### src/common/hazardPkg.sv
package hazardPkg;

    // Register file geometry
    localparam int regAddrWidth = 4;            // 16 architectural registers

    // Register number as carried in the stage tags
    typedef logic [regAddrWidth-1:0] regAddr_t;

    // EX operand source select
    typedef logic [1:0] forwardSel_t;

    // Operand comes straight from the register file read in ID
    localparam forwardSel_t fwdNone  = 2'b00;
    // Operand comes from the MEM/WB register (ALU result or load data)
    localparam forwardSel_t fwdMemWb = 2'b01;
    // Operand comes from the EX/MEM register, the newest producer
    localparam forwardSel_t fwdExMem = 2'b10;
    // 2'b11 is never produced

    // Hard-wired zero register
    // Writes to it are discarded, so it is never a forwarding or stall source
    localparam regAddr_t zeroReg = '0;

endpackage

### src/hazard/forwardingUnit.sv
`timescale 1ns/1ps

module forwardingUnit (
    // Consumer in EX
    input  hazardPkg::regAddr_t    idExRs,          // Operand A source
    input  hazardPkg::regAddr_t    idExRt,          // Operand B source, also store data
    // Producer one instruction ahead
    input  hazardPkg::regAddr_t    exMemRd,
    input  logic                   exMemRegWrite,   // Already gated with stage valid
    // Producer two instructions ahead
    input  hazardPkg::regAddr_t    memWbRd,
    input  logic                   memWbRegWrite,   // Already gated with stage valid
    output hazardPkg::forwardSel_t forwardA,
    output hazardPkg::forwardSel_t forwardB,
    output logic                   memForward       // MEM-to-MEM, one cycle early
);
    import hazardPkg::*;

    logic exMemWrites;                              // EX/MEM result is a real register
    logic memWbWrites;                              // MEM/WB result is a real register

    // Picks the source of one EX operand
    // EX/MEM is checked first since it holds the younger result
    function automatic forwardSel_t selectSource(input regAddr_t src);
        forwardSel_t sel;
        if (exMemWrites && (exMemRd == src)) begin
            sel = fwdExMem;                         // EX-to-EX
        end else if (memWbWrites && (memWbRd == src)) begin
            sel = fwdMemWb;                         // MEM-to-EX
        end else begin
            sel = fwdNone;                          // Register file value is current
        end
        return sel;
    endfunction

    assign exMemWrites = exMemRegWrite && (exMemRd != zeroReg);
    assign memWbWrites = memWbRegWrite && (memWbRd != zeroReg);

    // Same rule for both operands, Rs feeds A and Rt feeds B
    assign forwardA = selectSource(idExRs);
    assign forwardB = selectSource(idExRt);

    // MEM-to-MEM store data forward
    // Wanted when the store sits in EX/MEM and its data producer in MEM/WB
    // Evaluated one stage earlier on the same pair, the tracker delays it
    // by one edge so it lines up with the store reaching MEM
    assign memForward = exMemWrites && (exMemRd == idExRt);

endmodule

### src/hazard/loadUseDetector.sv
`timescale 1ns/1ps

module loadUseDetector (
    // Load candidate in EX
    input  logic                idExMemRead,    // Gated with stage valid
    input  hazardPkg::regAddr_t idExRd,
    // Possible consumer in ID
    input  hazardPkg::regAddr_t ifIdRs,
    input  hazardPkg::regAddr_t ifIdRt,
    input  logic                ifIdMemWrite,   // Gated with stage valid
    output logic                loadStall
);
    import hazardPkg::*;

    logic loadInEx;     // Real load to a writable register
    logic rsDepends;    // ID needs load data as operand A
    logic rtDepends;    // ID needs load data as operand B

    // Load data is only available at the end of MEM
    // A consumer right behind it cannot get it in time for EX
    assign loadInEx  = idExMemRead && (idExRd != zeroReg);
    assign rsDepends = (idExRd == ifIdRs);

    // Store data through Rt is read in MEM, not EX
    // MEM-to-MEM forwarding covers that case without a stall
    assign rtDepends = (idExRd == ifIdRt) && !ifIdMemWrite;

    // One bubble is enough, afterwards the load sits in MEM/WB
    assign loadStall = loadInEx && (rsDepends || rtDepends);

endmodule

### src/hdl/stageTracker.sv
`timescale 1ns/1ps

module stageTracker (
    input  logic                clk,
    input  logic                reset,
    // Decoded instruction from ID decode
    input  logic                instValid,
    input  hazardPkg::regAddr_t instRs,
    input  hazardPkg::regAddr_t instRt,
    input  hazardPkg::regAddr_t instRd,
    input  logic                instRegWrite,
    input  logic                instMemRead,
    input  logic                instMemWrite,
    // Detector results
    input  logic                loadStall,
    input  logic                memForward,
    // IF/ID tags
    output hazardPkg::regAddr_t ifIdRs,
    output hazardPkg::regAddr_t ifIdRt,
    output logic                ifIdMemWrite,
    // ID/EX tags
    output hazardPkg::regAddr_t idExRs,
    output hazardPkg::regAddr_t idExRt,
    output hazardPkg::regAddr_t idExRd,
    output logic                idExRegWrite,
    output logic                idExMemRead,
    // EX/MEM tags
    output hazardPkg::regAddr_t exMemRd,
    output logic                exMemRegWrite,
    // MEM/WB tags
    output hazardPkg::regAddr_t memWbRd,
    output logic                memWbRegWrite,
    output logic                forwardC        // Store data from MEM/WB, store now in MEM
);
    import hazardPkg::*;

    // Stage valid bits
    logic ifIdValid;
    logic idExValid;
    logic exMemValid;
    logic memWbValid;

    // Raw stage payload, meaningful only while the stage is valid
    regAddr_t ifIdRsQ;
    regAddr_t ifIdRtQ;
    regAddr_t ifIdRdQ;
    logic     ifIdRegWriteQ;
    logic     ifIdMemReadQ;
    logic     ifIdMemWriteQ;
    regAddr_t idExRsQ;
    regAddr_t idExRtQ;
    regAddr_t idExRdQ;
    logic     idExRegWriteQ;
    logic     idExMemReadQ;
    regAddr_t exMemRdQ;
    logic     exMemRegWriteQ;
    regAddr_t memWbRdQ;
    logic     memWbRegWriteQ;

    // Control state
    always_ff @(posedge clk) begin
        if (reset) begin
            ifIdValid  <= 1'b0;
            idExValid  <= 1'b0;
            exMemValid <= 1'b0;
            memWbValid <= 1'b0;
            forwardC   <= 1'b0;
        end else begin
            if (!loadStall) begin
                ifIdValid <= instValid;             // Accept or take an empty slot
            end
            idExValid  <= ifIdValid && !loadStall;  // Bubble on stall
            exMemValid <= idExValid;                // Back half never stops
            memWbValid <= exMemValid;
            forwardC   <= memForward;               // Follows the store into MEM
        end
    end

    // Payload shift, held in IF/ID while stalled
    always_ff @(posedge clk) begin
        if (!loadStall) begin
            ifIdRsQ       <= instRs;
            ifIdRtQ       <= instRt;
            ifIdRdQ       <= instRd;
            ifIdRegWriteQ <= instRegWrite;
            ifIdMemReadQ  <= instMemRead;
            ifIdMemWriteQ <= instMemWrite;
        end
        idExRsQ        <= ifIdRsQ;                  // Don't care on a bubble
        idExRtQ        <= ifIdRtQ;
        idExRdQ        <= ifIdRdQ;
        idExRegWriteQ  <= ifIdRegWriteQ;
        idExMemReadQ   <= ifIdMemReadQ;
        exMemRdQ       <= idExRdQ;
        exMemRegWriteQ <= idExRegWriteQ;
        memWbRdQ       <= exMemRdQ;
        memWbRegWriteQ <= exMemRegWriteQ;
    end

    // Empty stages show register 0 and no enables
    // so stale fields never match in the detectors
    assign ifIdRs        = ifIdValid ? ifIdRsQ : zeroReg;
    assign ifIdRt        = ifIdValid ? ifIdRtQ : zeroReg;
    assign ifIdMemWrite  = ifIdValid && ifIdMemWriteQ;
    assign idExRs        = idExValid ? idExRsQ : zeroReg;
    assign idExRt        = idExValid ? idExRtQ : zeroReg;
    assign idExRd        = idExValid ? idExRdQ : zeroReg;
    assign idExRegWrite  = idExValid && idExRegWriteQ;
    assign idExMemRead   = idExValid && idExMemReadQ;
    assign exMemRd       = exMemValid ? exMemRdQ : zeroReg;
    assign exMemRegWrite = exMemValid && exMemRegWriteQ;
    assign memWbRd       = memWbValid ? memWbRdQ : zeroReg;
    assign memWbRegWrite = memWbValid && memWbRegWriteQ;

endmodule

### src/hdl/pipelineHazardCtrl.sv
`timescale 1ns/1ps

module pipelineHazardCtrl (
    input  logic                   clk,
    input  logic                   reset,
    // Decoder side, held by the source while stall is high
    input  logic                   instValid,
    input  hazardPkg::regAddr_t    instRs,
    input  hazardPkg::regAddr_t    instRt,
    input  hazardPkg::regAddr_t    instRd,
    input  logic                   instRegWrite,
    input  logic                   instMemRead,
    input  logic                   instMemWrite,
    // Datapath controls
    output hazardPkg::forwardSel_t forwardA,    // EX operand A mux
    output hazardPkg::forwardSel_t forwardB,    // EX operand B mux
    output logic                   forwardC,    // MEM store data mux
    output logic                   stall        // Hold front end, bubble into ID/EX
);
    import hazardPkg::*;

    // Stage tags from the tracker
    regAddr_t ifIdRs;
    regAddr_t ifIdRt;
    logic     ifIdMemWrite;
    regAddr_t idExRs;
    regAddr_t idExRt;
    regAddr_t idExRd;
    logic     idExRegWrite;
    logic     idExMemRead;
    regAddr_t exMemRd;
    logic     exMemRegWrite;
    regAddr_t memWbRd;
    logic     memWbRegWrite;
    logic     memForward;       // Early MEM-to-MEM decision

    // Stage registers, stall and bubble handling
    stageTracker tracker_i (
        .clk           (clk),
        .reset         (reset),
        .instValid     (instValid),
        .instRs        (instRs),
        .instRt        (instRt),
        .instRd        (instRd),
        .instRegWrite  (instRegWrite),
        .instMemRead   (instMemRead),
        .instMemWrite  (instMemWrite),
        .loadStall     (stall),
        .memForward    (memForward),
        .ifIdRs        (ifIdRs),
        .ifIdRt        (ifIdRt),
        .ifIdMemWrite  (ifIdMemWrite),
        .idExRs        (idExRs),
        .idExRt        (idExRt),
        .idExRd        (idExRd),
        .idExRegWrite  (idExRegWrite),
        .idExMemRead   (idExMemRead),
        .exMemRd       (exMemRd),
        .exMemRegWrite (exMemRegWrite),
        .memWbRd       (memWbRd),
        .memWbRegWrite (memWbRegWrite),
        .forwardC      (forwardC)
    );

    // Operand bypass for EX and store data bypass
    forwardingUnit forward_i (
        .idExRs        (idExRs),
        .idExRt        (idExRt),
        .exMemRd       (exMemRd),
        .exMemRegWrite (exMemRegWrite),
        .memWbRd       (memWbRd),
        .memWbRegWrite (memWbRegWrite),
        .forwardA      (forwardA),
        .forwardB      (forwardB),
        .memForward    (memForward)
    );

    // Load followed directly by a consumer
    loadUseDetector loadUse_i (
        .idExMemRead  (idExMemRead),
        .idExRd       (idExRd),
        .ifIdRs       (ifIdRs),
        .ifIdRt       (ifIdRt),
        .ifIdMemWrite (ifIdMemWrite),
        .loadStall    (stall)
    );

endmodule

### config.mk
export PLATFORM = sky130hd
export DESIGN_NAME = pipelineHazardCtrl
export DESIGN_NICKNAME = d
export VERILOG_FILES = /design/src/common/hazardPkg.sv /design/src/hazard/forwardingUnit.sv /design/src/hazard/loadUseDetector.sv /design/src/hdl/stageTracker.sv /design/src/hdl/pipelineHazardCtrl.sv
export SDC_FILE = /design/constraint.sdc
export NUM_CORES = 1
export LEC_CHECK = 0
export BUFFER_PORTS_ARGS = -buffer_cell sky130_fd_sc_hd__buf_2
export CAP_MARGIN = 20
export CORE_MARGIN = 2
export CORE_UTILIZATION = 53
export CTS_BUF_LIST = sky130_fd_sc_hd__clkbuf_4
export CTS_CLUSTER_DIAMETER = 30
export CTS_CLUSTER_SIZE = 20
export DETAILED_ROUTE_END_ITERATION = 16
export GPL_ROUTABILITY_DRIVEN = 0
export GPL_TIMING_DRIVEN = 0
export PLACE_DENSITY = 0.76
export SLEW_MARGIN = 10
export SYNTH_ARGS = -nofsm -noshare
export SYNTH_HDL_FRONTEND = slang
export SYNTH_SLANG_ARGS = --single-unit
### constraint.sdc
create_clock -name clk -period 1.6 [get_ports clk]
set_input_delay 0.32 -clock clk [delete_from_list [all_inputs] [get_ports clk]]
set_output_delay 0.32 -clock clk [all_outputs]
set_load 0.05 [all_outputs]
==> impl_metrics.tcl, run 1 <==
set metrics [dict create \
    grt_max_degree 16 \
    cp-end-kind "output pin" \
    cp-start-kind "flop" \
    report.final.slew_viol_count 0 \
    crit_arrival_ns 1.86 \
    synth_common_cells "dfxtp_1, o21ai_0, edfxtp_1" \
    avgSynthCellArea_um2 11.0 \
    syn_inst 160 \
    first_global_vias 1363 \
    ys_ff_latch 44 \
    synth_edf_count 15 \
    grt_usage_pct 22.8 \
    ant_nets 0 \
    dieWidth_um 61.6 \
    post-route-util_pct 76.1 \
    violations "negative setup slack" \
    clock_latency_ns 0.36 \
    worst-path-max-fanout 4 \
    cts_sinks 44 \
    maxSlewHeadroom_pct 66.5 \
    power_density_mw_per_mm2 889 \
    wl_per_cell_um 16.8 \
    ys_seq_area_share_pct 58.6 \
    rsz0062_at_grt "yes" \
    setup_tns_ns -4.48 \
    hold_violations 0 \
    clockRootBuffer "clkbuf_4" \
    synth_flop_cell "dfxtp_1" \
    placementRows 20 \
    total_leakage_power_nw 0.904 \
    drt_iter0_drc 103 \
    place_ws_ns -0.376 \
    worst_slack_ns -0.580 \
    worst_pin_slew_ns 0.501 \
    vias 1442 \
    cap_violations 0 \
    io_pins 24 \
    syn-cell-area_mm2 0.00176 \
    synth_cell_types 36 \
    finalNetCount 217 \
    async_flop_share_pct 0 \
    synth_most_common_cell "dfxtp_1" \
    syn_to_final_growth_pct 34.2 \
    drt_wl_total_um 4090 \
    drc 0 \
    numPortBuffers 23 \
    max_freq_mhz 459 \
    diodes 0 \
    hold_path_class "input port to flop" \
    cts-buffers-inserted 5 \
    timing.final.crit_share_pct 136 \
    skew_ns 0.0158 \
    grt_overflow_total 0 \
    cts_tree "done" \
    yosys.area.top_type "dfxtp_1" \
    crit_type "flop to output pin" \
    grt_pass1_wl_um 6060 \
    cp.required_ns 1.28 \
    hold_ws_ns 0.125 \
    grt_antenna_before_repair 0 \
    fin_crit_ns 2.18 \
    initial_core_util_pct 56.7 \
    die_y_um 61.6 \
    synth.top_cell.area_share_pct 33.0 \
    synth_area_leaders "dfxtp_1, edfxtp_1, o21ai_0, xnor2_1, a32oi_1" \
    setup_viol 20 \
    clkTransAtPathRegs_ns 0.12 \
    cts_htree_levels 2 \
    via_per_inst 5.91 \
    status "finished with violations" \
    drt-pass1-iter-count 4 \
    cts_buffer_depth 2 \
    syn_nets 178 \
    yosys_warnings 0 \
    core-area_mm2 0.00310 \
    drive_gt1_share_pct 45.5 \
    die-area_mm2 0.00380 \
    ir_drop_mv 0.720 \
]
[cell type report]
type	count	area (µm²)
inverter	3	13.8
buffer	4	31.3
multi-input combinational	107	881
tap	44	55.1
clock buffer	6	45.0
fill	207	742
timing repair buffer	34	256
sequential	44	1070
clock inverter	2	7.51
[power breakdown]
group	leakage [nW]	switching [W]	internal (W)	total (W)
Sequential	0.405	0.0000940	0.00123	0.00132
Combinational	0.466	0.000121	0.000148	0.000269
Clock	0.0334	0.000325	0.000181	0.000507
Total	0.904	0.000541	0.00156	0.00210
[routing by layer]
metal	share of wire (%)	global-route usage (%)
met1	37	24.0
met2	54	40.8
met3	4.7	6.72
met4	3.9	12.2
met5	0	0
[worst paths after layout]
kind	endpoint	slack, ns	cells after the start	from
worst min register to register	tracker_i.exMemRegWriteQ$_DFF_P_	0.35	0	tracker_i.idExRegWriteQ$_DFF_P_
worst max register to register	tracker_i.ifIdRsQ[3]$_DFFE_PN_	-0.14	6	tracker_i.ifIdRtQ[2]$_DFFE_PN_
worst max-delay path	stall	-0.58	6	tracker_i.ifIdRtQ[2]$_DFFE_PN_
worst min-delay path	tracker_i.ifIdRsQ[1]$_DFFE_PN_	0.13	1	instRs[1]
[worst max-delay path, stage by stage, from the launching register on]
cell      delay, ns
edfxtp_1       0.46
inv_1          0.08
o22ai_1        0.09
o41ai_2        0.33
a32o_2         0.25
and2_4         0.16
buf_8          0.15
[registers in the layout (all words and copies together) (netlist names), 4 cells and up]
| register | cells |
|---|---|
| tracker_i.exMemRdQ | 4 |
| tracker_i.idExRdQ | 4 |
| tracker_i.idExRsQ | 4 |
| tracker_i.idExRtQ | 4 |
| tracker_i.ifIdRdQ | 4 |
| tracker_i.ifIdRsQ | 4 |
| tracker_i.ifIdRtQ | 4 |
| tracker_i.memWbRdQ | 4 |
[kinds of logic (layout without fill, tap and decap cells)]
logic type             count (synthesis)  in the layout  synth area share [%]
AND/OR/NAND/NOR                       51             51                  17.3
XOR/XNOR                              11             11                  5.48
buffers and inverters                  9             49                  2.84
AO/OA/AOI/OAI                         45             45                  15.8
flip-flops                            44             44                  58.6
[cells in the final DEF (no fill, tap or decap), types with 2 or more instances in the layout]
cell and instances:
buf_6 6, nand3_1 5, nand2_1 12, clkbuf_4 6
inv_1 2, xor2_1 3, o22ai_1 2, nor2b_1 3
xnor2_1 2, buf_4 10, buf_8 2, xnor2_2 6
a32oi_2 3, nand3b_1 6, dfxtp_2 8, nor2_1 6
dfxtp_1 13, a32oi_1 3, nor4bb_4 2, o21ai_0 19
edfxtp_1 15, nand4_1 2, a31oi_1 3, dfxtp_4 8
buf_2 19, o21ai_1 4
[what timing repair did]
item / in CTS / in global routing
pin swaps: 14 / 9
buffers inserted: 10 / 1
endpoints found under the setup margin: 20 / 21
gates resized for setup: 44 / 20
cloned: 0 / 0
hold buffers: 0 / 0
[stage by stage]
stage	std cells	instance area, µm²	total power (W)
after floorplan	160	1820	0.00145
after global placement	227	1990	0.00150
after detailed placement	227	1990	0.00152
after CTS	244	2270	0.00207
after global routing	244	2360	0.00219
final	244	2360	0.00210
Power figures use the tool's default switching activity.
==> run 2, diff against run 1 <==
--- a/config.mk
+++ b/config.mk
@@ -8,14 +8,14 @@
 export BUFFER_PORTS_ARGS = -buffer_cell sky130_fd_sc_hd__buf_2
 export CAP_MARGIN = 20
 export CORE_MARGIN = 2
-export CORE_UTILIZATION = 53
+export CORE_UTILIZATION = 58
 export CTS_BUF_LIST = sky130_fd_sc_hd__clkbuf_4
 export CTS_CLUSTER_DIAMETER = 30
 export CTS_CLUSTER_SIZE = 20
 export DETAILED_ROUTE_END_ITERATION = 16
 export GPL_ROUTABILITY_DRIVEN = 0
 export GPL_TIMING_DRIVEN = 0
-export PLACE_DENSITY = 0.76
+export PLACE_DENSITY = 0.79
 export SLEW_MARGIN = 10
 export SYNTH_ARGS = -nofsm -noshare
 export SYNTH_HDL_FRONTEND = slang
==> constraint.sdc (replaced) <==
create_clock -name clk -period 2.2 [get_ports clk]
set_input_delay 0.44 -clock clk [delete_from_list [all_inputs] [get_ports clk]]
set_output_delay 0.44 -clock clk [all_outputs]
set_load 0.05 [all_outputs]
==> impl_metrics.tcl, run 2 (synthesis gave the netlist of run 1 again) <==
set metrics [dict create \
    crit_arrival_ns 1.89 \
    diodes 0 \
    dieWidth_um 59.1 \
    grt_usage_pct 21.8 \
    syn_to_final_growth_pct 27.3 \
    cts_htree_levels 2 \
    r2r-start "tracker_i.ifIdRtQ[2]$_DFFE_PN_" \
    worst_r2r_endpoint "tracker_i.ifIdRsQ[2]$_DFFE_PN_" \
    ir_drop_mv 0.851 \
    rsz0062_at_grt "yes" \
    wl_per_cell_um 15.5 \
    maxSlewHeadroom_pct 60.2 \
    drive_gt1_share_pct 39.6 \
    report.final.slew_viol_count 0 \
    ant_nets 0 \
    multi_input_area_um2 757 \
    final_cell_mix "o21ai_0, buf_2, edfxtp_1" \
    min-delay-start "instRegWrite" \
    drt_iter0_drc 110 \
    grt_max_degree 16 \
    ff_latch_area_mm2 0.00106 \
    cts_sinks 44 \
    violations "negative setup slack" \
    die-area_mm2 0.00349 \
    initial_core_util_pct 62.2 \
    r2r_cells 7 \
    vias 1384 \
    grt_antenna_before_repair 0 \
    first_global_vias 1239 \
    cp_cell_sequence "buf_4, inv_1, o22ai_2, o41ai_2, a32o_2, and2_4, buf_8" \
    clockRootBuffer "clkbuf_4" \
    cp.required_ns 1.76 \
    p_int_w 0.00145 \
    cts_tree "done" \
    cp-start-kind "flop" \
    die_y_um 59.1 \
    worst-path-max-fanout 2 \
    grt_overflow_total 0 \
    final_common_cell "o21ai_0" \
    power_density_mw_per_mm2 816 \
    drc 0 \
    setup_viol 3 \
    min_path_cells 1 \
    worst_pin_slew_ns 0.596 \
    placed_cells 214 \
    pwr-share-clk_pct 38.8 \
    io_pins 24 \
    worst_slack_ns -0.129 \
    drt_wl_total_um 3520 \
    cts_buffer_depth 2 \
    cp-end-kind "output pin" \
    hold_violations 0 \
    hold_path_class "input port to flop" \
    cts_hold_buf 0 \
    cap_violations 0 \
    cts-buffers-inserted 5 \
    worst-path-buf-inv 3 \
    grt_pass1_wl_um 5510 \
    p_seq_share_pct 52.5 \
    crit_type "flop to output pin" \
    crit_family "compound AO/OA/AOI/OAI gates" \
    via_per_inst 6.07 \
    max_freq_mhz 429 \
    finalNetCount 214 \
    min_to "tracker_i.ifIdRegWriteQ$_DFFE_PN_" \
    placementRows 19 \
    fillers 164 \
    cpMaxStageDelayCell "edfxtp_1" \
    numPortBuffers 23 \
    p_sw_share_pct 20.6 \
    switchingPower_w 0.000377 \
    fin_cells 228 \
    skew_ns 0.0133 \
    post-route-util_pct 79.2 \
    clkTransAtPathRegs_ns 0.12 \
    drt-pass1-iter-count 4 \
    timing.final.crit_share_pct 106 \
    core-area_mm2 0.00283 \
    status "finished with violations" \
    ff2ff_setup_slack_ns 0.07 \
    slowest_delay_ns 0.42 \
    pwr-share-comb_pct 8.8 \
    fin_crit_ns 2.33 \
    total_leakage_power_nw 0.862 \
    dp_hpwl_um 2340 \
    clock_latency_ns 0.35 \
]
[run 2: changes by cell type in the layout (fill, tap and decap cells not counted), sizes merged]
cell | before | now
buf | 38 | 34
bufinv | 0 | 3
clkinv | 1 | 0
inv | 4 | 3
[run 2: worst reg2reg max path, delay by kind of cell, from the launching register on]
family	cells	cell delay, ns
AO/OA/AOI/OAI	2	0.43
buffers and inverters	3	0.43
flip-flops	1	0.42
AND/OR/NAND/NOR	2	0.51
[run 2: power by group through the flow]
stage | clock, W | sequential, W | combinational (W)
3_5_place_dp | 0 | 0.000969 | 0.000128
6_report | 0.000709 | 0.000958 | 0.000160
2_1_floorplan | 0 | 0.000951 | 0.0000956
5_1_grt | 0.000754 | 0.000967 | 0.000174
4_1_cts | 0.000723 | 0.000954 | 0.000147
3_3_place_gp | 0 | 0.000964 | 0.000120
[run 2: timing repair]
| item | CTS | global route |
|---|---|---|
| pin swaps | 7 | 4 |
| buffers inserted | 6 | 2 |
| gates resized for setup | 30 | 16 |
| setup endpoints to repair | 5 | 20 |
[run 2: stage by stage]
stage | setup slack (ns) | instance area, µm² | power, W | TNS [ns] | hold slack (ns)
after global placement | 0.170 | 1930 | 0.00108 | 0 | 0.312
after floorplan | 0.0347 | 1780 | 0.00105 | 0 | 0.310
after detailed placement | 0.130 | 1930 | 0.00110 | 0 | 0.314
after CTS | -0.123 | 2180 | 0.00182 | -0.190 | 0.239
final | -0.129 | 2240 | 0.00183 | -0.277 | 0.257
after global routing | -0.264 | 2240 | 0.00189 | -2.58 | 0.235
[run 2: worst max path at each step]
stage / endpoint / depth (start not counted) / start / slack, ns
global placement: stall / 6 / tracker_i.ifIdRtQ[1]$_DFFE_PN_ / 0.17
global route: stall / 7 / tracker_i.ifIdRtQ[2]$_DFFE_PN_ / -0.26
CTS: stall / 6 / tracker_i.ifIdRtQ[3]$_DFFE_PN_ / -0.12
finish: stall / 7 / tracker_i.ifIdRtQ[2]$_DFFE_PN_ / -0.13
detailed placement: stall / 6 / tracker_i.ifIdRsQ[0]$_DFFE_PN_ / 0.13
floorplan: forwardA[0] / 5 / tracker_i.exMemRdQ[1]$_DFF_P_ / 0.03
[run 2: area by class of cell]
| class | count | share of cell area (%) |
|---|---|---|
| Clock buffer | 5 | 1.68 |
| Multi-Input combinational cell | 107 | 33.8 |
| Sequential cell | 44 | 47.5 |
| Buffer | 4 | 1.23 |
| Inverter | 3 | 0.503 |
| Tap cell | 31 | 1.73 |
| Clock inverter | 3 | 4.02 |
| Timing Repair Buffer | 31 | 9.55 |
[run 2: layer usage]
| metal | vias to the layer above | wire, µm | GRT usage [%] |
|---|---|---|---|
| li1 | 669 | - | - |
| met4 | 0 | 104 | 11.0 |
| met1 | 651 | 1320 | 23.4 |
| met3 | 12 | 190 | 6.99 |
| met2 | 52 | 1910 | 38.1 |
| met5 | - | 0 | 0 |
